## src/design/jacobiPkg.sv

```systemverilog
// Shared widths, grid size, bus addresses and types for the Jacobi array.
// The RTL and the testbench both import this package.
// Grid and counter sizes here are only defaults. The top level passes
// its own values down to the controller and the cell array.
`default_nettype none

package jacobiPkg;

   // Cell and bus widths
   localparam int CellWidth = 8;
   localparam int DataWidth = 32;
   localparam int AddrWidth = 15;

   // Default array geometry
   localparam int GridRows = 8;
   localparam int GridCols = 8;

   localparam int CountWidth = 7;   // Up to 127 iterations per counter write

   // One cell of the grid
   typedef logic [CellWidth-1:0] cellT;

   // Bus payload and address
   typedef logic [DataWidth-1:0] busDataT;
   typedef logic [AddrWidth-1:0] busAddrT;

   // Register map of the bus
   localparam busAddrT ScanAddr = busAddrT'(0);    // Shifts the chain on every access
   localparam busAddrT CountAddr = busAddrT'(1);   // Iteration counter

endpackage

`default_nettype wire

```

## src/design/arrayCtrlIf.sv

```systemverilog
// Link between the bus controller and the cell array.
// The controller drives the scan and update strobes.
// The array hands back the cell at the head of the scan chain.
// Both sides run on the same clock.
`default_nettype none

interface arrayCtrlIf
   import jacobiPkg::*;
();

   bit shift;       // Chain moves one place this clock
   cellT shiftIn;   // Enters the tail cell on a shift
   bit step;        // One relaxation update this clock

   // Row 0 column 0, straight from its register
   cellT head;

   // Controller side
   modport control
   (
      output shift,
      output shiftIn,
      output step,
      input head
   );

   // Array side, a shift takes priority over a step here
   modport array
   (
      input shift,
      input shiftIn,
      input step,
      output head
   );

endinterface

`default_nettype wire

```

## src/design/jacobiControl.sv

```systemverilog
// Bus front end of the Jacobi array.
// Decodes the scan port and the iteration counter, paces the relaxation
// steps from the counter and drives the scan chain.
// Read data is registered and appears one clock after the read strobe.
`default_nettype none

module jacobiControl
   import jacobiPkg::*;
#(
   parameter int CountWidth = jacobiPkg::CountWidth   // Iteration counter width
)
(
   input wire Clk,
   input wire reset,
   input wire rd,               // Read strobe
   input wire wr,               // Write strobe
   input wire busAddrT addr,
   input wire busDataT dataIn,
   output busDataT dataOut,     // Registered read data
   arrayCtrlIf.control ctrl
);

   logic scanSel;
   logic countSel;
   logic countWrite;
   logic [CountWidth-1:0] count;   // Updates still to run
   busDataT readNext;

   // Address decode
   assign scanSel = (addr == ScanAddr);
   assign countSel = (addr == CountAddr);
   assign countWrite = wr && countSel;

   // Every access to the scan port moves the chain by one cell
   assign ctrl.shift = (rd || wr) && scanSel;

   // A write feeds its low byte in at the tail, a read feeds zero
   assign ctrl.shiftIn = wr ? dataIn[CellWidth-1:0] : '0;

   // Iteration counter
   always_ff @(posedge Clk)
   begin
      if (reset)
         count <= '0;
      else if (countWrite)
         count <= dataIn[CountWidth-1:0];   // A new write reloads, even mid run
      else if (count != '0)
         count <= count - 1'b1;
   end

   // One grid update for each remaining count
   assign ctrl.step = (count != '0);

   // Read mux
   always_comb
   begin
      if (scanSel)
         readNext = busDataT'(ctrl.head);   // Value leaving the head on this edge
      else if (countSel)
         readNext = busDataT'(count);       // Remaining iterations
      else
         readNext = '0;                     // Unmapped
   end

   // Read data register, held until the next read
   always_ff @(posedge Clk)
   begin
      if (reset)
         dataOut <= '0;
      else if (rd)
         dataOut <= readNext;
   end

endmodule

`default_nettype wire

```

## src/design/jacobiArray.sv

```systemverilog
// Grid of cell registers for the Jacobi relaxation.
// A scan shift moves every cell one place toward cell 0 and loads the tail.
// A step replaces each interior cell by the floor of the mean of its four
// neighbours, all cells at once. Boundary cells only move on a scan shift.
// Cells are numbered row * Cols + column, and cell 0 is the head.
`default_nettype none

module jacobiArray
   import jacobiPkg::*;
#(
   parameter int Rows = GridRows,
   parameter int Cols = GridCols
)
(
   input wire Clk,
   input wire reset,
   arrayCtrlIf.array ctrl
);

   localparam int Cells = Rows * Cols;
   localparam int SumWidth = CellWidth + 2;   // Four cells never overflow this

   cellT cells [Cells];         // Current grid
   cellT chainNext [Cells];     // Grid after one scan shift
   cellT stencilNext [Cells];   // Grid after one relaxation update

   genvar r;
   genvar c;

   for (r = 0; r < Rows; r++)
   begin : gRow
      for (c = 0; c < Cols; c++)
      begin : gCol
         localparam int Idx = r * Cols + c;
         localparam bit OnEdge = (r == 0) || (r == Rows - 1)
                                 || (c == 0) || (c == Cols - 1);

         // Chain successor of this cell
         if (Idx == Cells - 1)
         begin : gTail
            assign chainNext[Idx] = ctrl.shiftIn;
         end
         else
         begin : gLink
            assign chainNext[Idx] = cells[Idx + 1];
         end

         if (OnEdge)
         begin : gFixed
            assign stencilNext[Idx] = cells[Idx];   // Boundary holds its value
         end
         else
         begin : gInner
            logic [SumWidth-1:0] sum;

            // North, south, west and east, all from the previous grid
            assign sum = SumWidth'(cells[Idx - Cols])
                       + SumWidth'(cells[Idx + Cols])
                       + SumWidth'(cells[Idx - 1])
                       + SumWidth'(cells[Idx + 1]);

            // Floor of the sum over four
            assign stencilNext[Idx] = sum[SumWidth-1:2];
         end
      end
   end

   // Cell registers, a shift outranks a step
   always_ff @(posedge Clk)
   begin
      if (reset)
         cells <= '{default: '0};
      else if (ctrl.shift)
         cells <= chainNext;
      else if (ctrl.step)
         cells <= stencilNext;
   end

   assign ctrl.head = cells[0];   // Combinational from the head register

endmodule

`default_nettype wire

```

## src/design/jacobiTop.sv

```systemverilog
// Top level of the Jacobi relaxation array.
// Presents the strobe bus as plain ports and joins the bus controller to
// the cell grid. Grid size and counter width default to the package values.
`default_nettype none

module jacobiTop
   import jacobiPkg::*;
#(
   parameter int Rows = GridRows,
   parameter int Cols = GridCols,
   parameter int CountWidth = jacobiPkg::CountWidth
)
(
   input wire Clk,
   input wire reset,
   input wire rd,               // Read strobe, one clock per access
   input wire wr,               // Write strobe, never with rd
   input wire busAddrT addr,
   input wire busDataT dataIn,
   output busDataT dataOut      // Read result, one clock after rd
);

   // Strobes to the grid and its head cell back
   arrayCtrlIf ctrl ();

   jacobiControl #(
      .CountWidth(CountWidth)
   ) ctrlUnit (
      .Clk(Clk),
      .reset(reset),
      .rd(rd),
      .wr(wr),
      .addr(addr),
      .dataIn(dataIn),
      .dataOut(dataOut),
      .ctrl(ctrl.control)
   );

   jacobiArray #(
      .Rows(Rows),
      .Cols(Cols)
   ) cellArray (
      .Clk(Clk),
      .reset(reset),
      .ctrl(ctrl.array)
   );

endmodule

`default_nettype wire

```

## config.mk

```make
export PLATFORM = sky130hd
export DESIGN_NAME = jacobiTop
export DESIGN_NICKNAME = d
export VERILOG_FILES = /design/src/design/jacobiPkg.sv /design/src/design/arrayCtrlIf.sv /design/src/design/jacobiControl.sv /design/src/design/jacobiArray.sv /design/src/design/jacobiTop.sv
export SDC_FILE = /design/constraint.sdc
export NUM_CORES = 2
export LEC_CHECK = 0
export ABC_AREA = 1
export BUFFER_PORTS_ARGS = -buffer_cell sky130_fd_sc_hd__buf_4
export CORE_UTILIZATION = 25
export DETAILED_ROUTE_END_ITERATION = 12
export GPL_TIMING_DRIVEN = 0
export PLACE_DENSITY = 0.39
export SLEW_MARGIN = 20
export SYNTH_ARGS = -nofsm -noshare
export SYNTH_HDL_FRONTEND = slang
export SYNTH_HIERARCHICAL = 1
export SYNTH_SLANG_ARGS = --single-unit
```

## constraint.sdc

```tcl
create_clock -name Clk -period 2.85 [get_ports Clk]
set_input_delay 0.855 -clock Clk [delete_from_list [all_inputs] [get_ports Clk]]
set_output_delay 0.855 -clock Clk [all_outputs]
set_load 0.005 [all_outputs]
```

* Word-level counts from Yosys, hierarchy flattened
Cells that the tools add are included.
** Word-level totals
- Output and inout port bits :: 32
- Logic and storage cells :: 190
- Register bits :: 551
- Input bits :: 51
** Operators by class
- Muxes and demuxes :: 7
- Reduce and logical (&&, ||, !) cells :: 7
- Equality and inequality tests :: 1
- Add/sub/neg operators :: 109
** Operators with widths (number)
- adder 10 x 8 -> 10 bit :: 72
- 2-to-1 mux 512 bit :: 1
- 2-to-1 mux 440 bit :: 1
- adder 8 x 8 -> 9 bit :: 36
- 2-to-1 mux 32 bit :: 1
- 2-to-1 mux 7 bit :: 3
- equality test 15 x 1 -> 1 bit, second input constant :: 1
- zero test 15 bit :: 1
- 2-to-1 mux 8 bit :: 1
- nonzero test 7 bit :: 1
- subtractor 7 x 1 -> 7 bit, second input constant :: 1
- nonzero test 2 bit :: 2
- logical AND 1 bit :: 2
- logical OR 1 bit :: 1

* Depth between registers and ports, before layout
- Depth after elaboration :: 5
- Gate-level depth with buffers :: 18
- Gate-level depth less buffers :: 18

* Cells and area by module
The synthesis kept the hierarchy.
** Modules (own cells, without submodules)
- jacobiArray :: instances 1, cells each 5543, area each 43596.8 sq um
- jacobiControl :: instances 1, cells each 197, area each 1272.5 sq um

* Least setup slack after synthesis
OpenSTA, ideal clock, no wires.
- Kind :: register to register
- Start :: reg cellArray/cells[352] in the netlist's numbering
- End :: reg cellArray/cells[422] in the netlist's numbering
- Setup time :: 70 ps
- Cell stages (with the launch flop) :: 18
- Arrival :: 2946 ps
- Path slack :: -167 ps
- Cells stage by stage :: dfxtp_1 ha_1 inv_1 fa_1 o21ai_0 nand2_1 nand2_1 a21oi_1 xor2_1 fa_1 ha_1 nand2_1 inv_1 a21oi_1 nand2_1 nand2_1 nand3_1 a21oi_1
** On the way
- Longest elaborated chain between the ends :: 5
** Ends and longest elaborated chain
- from (decl) :: line jacobiArray.sv:23 : cellT cells [Cells];
- from (signal assigned) :: line jacobiArray.sv:74 : cells <= chainNext;
- from (signal assigned) :: line jacobiArray.sv:76 : cells <= stencilNext;
- adder 8 x 8 -> 9 bit :: line jacobiArray.sv:58 : + SumWidth'(cells[Idx + Cols])
- adder 10 x 8 -> 10 bit :: line jacobiArray.sv:59 : + SumWidth'(cells[Idx - 1])
- adder 10 x 8 -> 10 bit :: line jacobiArray.sv:60 : + SumWidth'(cells[Idx + 1]);
- 2-to-1 mux 440 bit :: line jacobiArray.sv:75 : else if (ctrl.step)
- 2-to-1 mux 512 bit :: line jacobiArray.sv:73 : else if (ctrl.shift)
No other way between the ends. The select of a mux whose other input is x is not followed.
A chain may end at the register's enable or synchronous reset.

* Final worst setup path
- Start :: reg cellArray/cells[480] in the netlist's numbering
- End :: reg cellArray/cells[423] in the netlist's numbering
Same word-level chain as after synthesis.

==> results.json <==
{
  "status": "complete, but fails checks",
  "violations": "negative setup slack",
  "cp_slowest_cell": "fa_2",
  "setup_ws_ns": -0.177,
  "area_delta_synth_final_pct": 37.6,
  "combPwrFrac_pct": 25.1,
  "cts_root_buffer": "clkbuf_16",
  "cts_tree": "yes",
  "routed_wl_um": 215000,
  "antenna_found_initial": 14,
  "clock_path_buffers": 3,
  "ys_ff_latch": 527,
  "cts-buffers-inserted": 74,
  "period_needed_ns": 3.03,
  "fp.dieW_um": 426,
  "path_clk_slew_ns": 0.06,
  "fmax_ghz": 0.330,
  "syn_area_um2": 44900,
  "synthCells": 5740,
  "num_io_pins": 83,
  "grtUsageMet1_pct": 33.6,
  "max_stage_delay_ns": 0.51,
  "ant_nets": 0,
  "power_switching_share_pct": 37.3,
  "routabilityCongestion": 0.917,
  "cp.required_ns": 3.38,
  "grtUsageMet2_pct": 35.0,
  "worst_setup_path_start_kind": "flip-flop",
  "p_per_area_nw_per_um2": 392,
  "rsz0062_at_grt": "true",
  "nets": 7248,
  "finalMaxSlewViolations": 0,
  "drive_above_1_share_pct": 35.2,
  "critPathKind": "flip-flop to flip-flop",
  "grt_util_met3_pct": 3.67,
  "drc": 0,
  "viasPerCell": 4.76,
  "worstPathArrival_ns": 3.56,
  "slew_headroom_pct": 25.0,
  "worst_slew_pin_slew_ns": 1.12,
  "vias": 41800,
  "holdCritPathClass": "primary input to flip-flop",
  "track_usage_pct": 23.0,
  "grt_max_degree": 14,
  "cts_hold_buffers": 0,
  "yosys_warnings": 6,
  "crit_fanout": 3,
  "power_switching_mw": 9.04,
  "rows": 155,
  "cts_max_level": 3,
  "p_int_mw": 15.2,
  "cap_violations": 0,
  "drt_first_pass_iters": 6,
  "busiest_layer": "met2",
  "die-area_um2": 181000,
  "yosysSeqAreaShare_pct": 23.5,
  "drt_iter0_drc": 3823,
  "grt_pass1_wl_um": 294000,
  "vdd_drop_max_mv": 0.471,
  "portBuffers": 32,
  "cp-end-kind": "flip-flop",
  "period_share_pct": 106,
  "synth.distinct_cells": 38,
  "p_seq_share_pct": 30.5,
  "crit_path_cell_trace": "ha_4 > inv_2 > fa_2 > inv_1 > fa_1 > a21boi_4 > fa_2 > nand3_1 > nand2_2 > nand2_2 > nand2_2 > nand2_2 > nand3_2 > nand2_4 > a21oi_2",
  "dp_hpwl_um": 172000,
  "initial_core_util_pct": 25.1,
  "hold_viol_final": 0,
  "reg2reg_slack_ns": -0.18,
  "clkLatencyLatePin_ns": 0.70,
  "grt_pass1_vias": 38800,
  "avgSynthCellArea_um2": 7.82,
  "layout_commonest_cell": "inv_1",
  "path_common_cell": "nand2_2",
  "setup_violations": 32,
  "finalPower_mw": 24.2,
  "layout_common_cells": "947 x inv_1, 645 x nand2_1, 478 x buf_4",
  "finalSetupTns_ns": -1.32,
  "chipHeight_um": 426,
  "finClkSkew_ns": 0.0289,
  "leakagePower_nw": 27.5,
  "clkPwrFrac_pct": 44.4,
  "wl_per_cell_um": 24.5,
  "clock-sinks": 527,
  "grt-ovfl-total": 0,
  "core_area_um2": 178000
}
==> through the flow <==
step           cells  hold slack, ns  util (%)  setup WS, ns  area [um2]
2_1_floorplan   5763           0.449         -       0.00314       45000
3_3_place_gp    8150           0.467      27.0         -1.84       48100
3_5_place_dp    8153           0.471      27.0         -1.68       48200
4_1_cts         8548           0.416      31.5        -0.130       56300
5_1_grt         8775           0.464      34.6        -0.269       61700
6_report        8775           0.467      34.6        -0.177       61700
==> registers in the layout, summed over array words and instances, names as in the netlist <==
signal,flops
ctrlUnit/dataOut,8
cellArray/ctrl.head,8
cellArray/cells,504
ctrlUnit/count,7
==> what timing repair did <==
action                                 4_1_cts  5_1_grt
resized for setup                          976      968
setup buffers                              266      227
endpoints found under the hold margin        0        0
pin swaps                                  166      433
setup endpoints to repair                  504      261
gates cloned                                 0        0
==> worst max-delay path: cells and delay by family (launching register included) <==
kind	cells	cell delay [ns]
adder cells (fa/ha/maj)	4	1.55
AND/OR/NAND/NOR	7	0.62
flip-flops	1	0.38
AO/OA/AOI/OAI	2	0.23
buffers and inverters	2	0.09
==> logic make-up after synthesis <==
| family | synth area share [%] |
|---|---|
| AOI/OAI and AO/OA | 15.8 |
| xor gates and xnor gates | 0.195 |
| adders and majority gates | 32.7 |
| buffers and inverters | 13.1 |
| DFF | 23.5 |
| other | 0.00836 |
| and+or+nand+nor | 14.6 |
==> synthesized netlist by cell type <==
library cell,n,share of area [%]
a21oi_1,644,7.2
buf_8,1,0.033
a31oi_1,40,0.56
nand3_2,3,0.067
o21bai_1,1,0.017
or2_1,1,0.014
xor2_1,9,0.18
clkinv_2,1,0.011
o21a_1,1,0.017
nand2_1,897,7.5
buf_4,38,0.64
buf_2,89,0.99
a22oi_1,207,3.5
a21oi_2,1,0.020
buf_6,2,0.050
o21ai_1,41,0.46
inv_2,3,0.025
nand3_1,350,3.9
o211ai_1,2,0.033
xnor2_1,1,0.020
ha_1,263,7.3
conb_1,1,0.0084
nor2_2,6,0.084
dfxtp_1,527,24
and2_4,1,0.020
a21boi_0,1,0.017
nand4_1,20,0.28
o21ai_0,362,4.0
inv_1,1248,10
o221ai_1,2,0.039
clkbuf_1,106,0.89
nor2_1,266,2.2
nand2_2,10,0.14
clkinv_1,2,0.017
buf_1,4,0.033
nand3b_1,17,0.28
nor2_4,3,0.075
fa_1,569,25
==> power by group through the flow <==
stage	registers [mW]	logic, mW	clock network (mW)
2_1_floorplan	7.62	2.64	0
5_1_grt	7.37	6.29	11.2
4_1_cts	7.42	5.84	10.9
3_5_place_dp	7.64	5.74	0
6_report	7.37	6.08	10.8
3_3_place_gp	7.64	5.64	0
==> area by class of cell <==
cell class	instances	area, um2
Fill cell	18800	117000
Timing Repair Buffer	527	4700
Multi-Input combinational cell	3742	33800
Antenna cell	1	2.50
Clock buffer	108	2250
Clock inverter	22	444
Sequential cell	527	11100
Inverter	1254	5210
Tap cell	2355	2950
Buffer	239	1300
==> metal layers <==
layer | vias to the layer above | wire, um | share of wire, %
met2 | 1345 | 93100 | 43
met5 | - | 11 | 0.0051
met3 | 229 | 14300 | 6.7
met1 | 20700 | 101000 | 47
li1 | 19500 | - | -
met4 | 2 | 5970 | 2.8
==> worst paths after layout <==
check                         end  cells after the start            startpoint
max          cellArray/cells[423]                     15  cellArray/cells[480]
min             ctrlUnit/count[6]                      3             dataIn[6]
max reg2reg  cellArray/cells[423]                     15  cellArray/cells[480]
min reg2reg   cellArray/cells[71]                      2   cellArray/cells[63]
No activity file was read; power rests on OpenSTA's default activity.
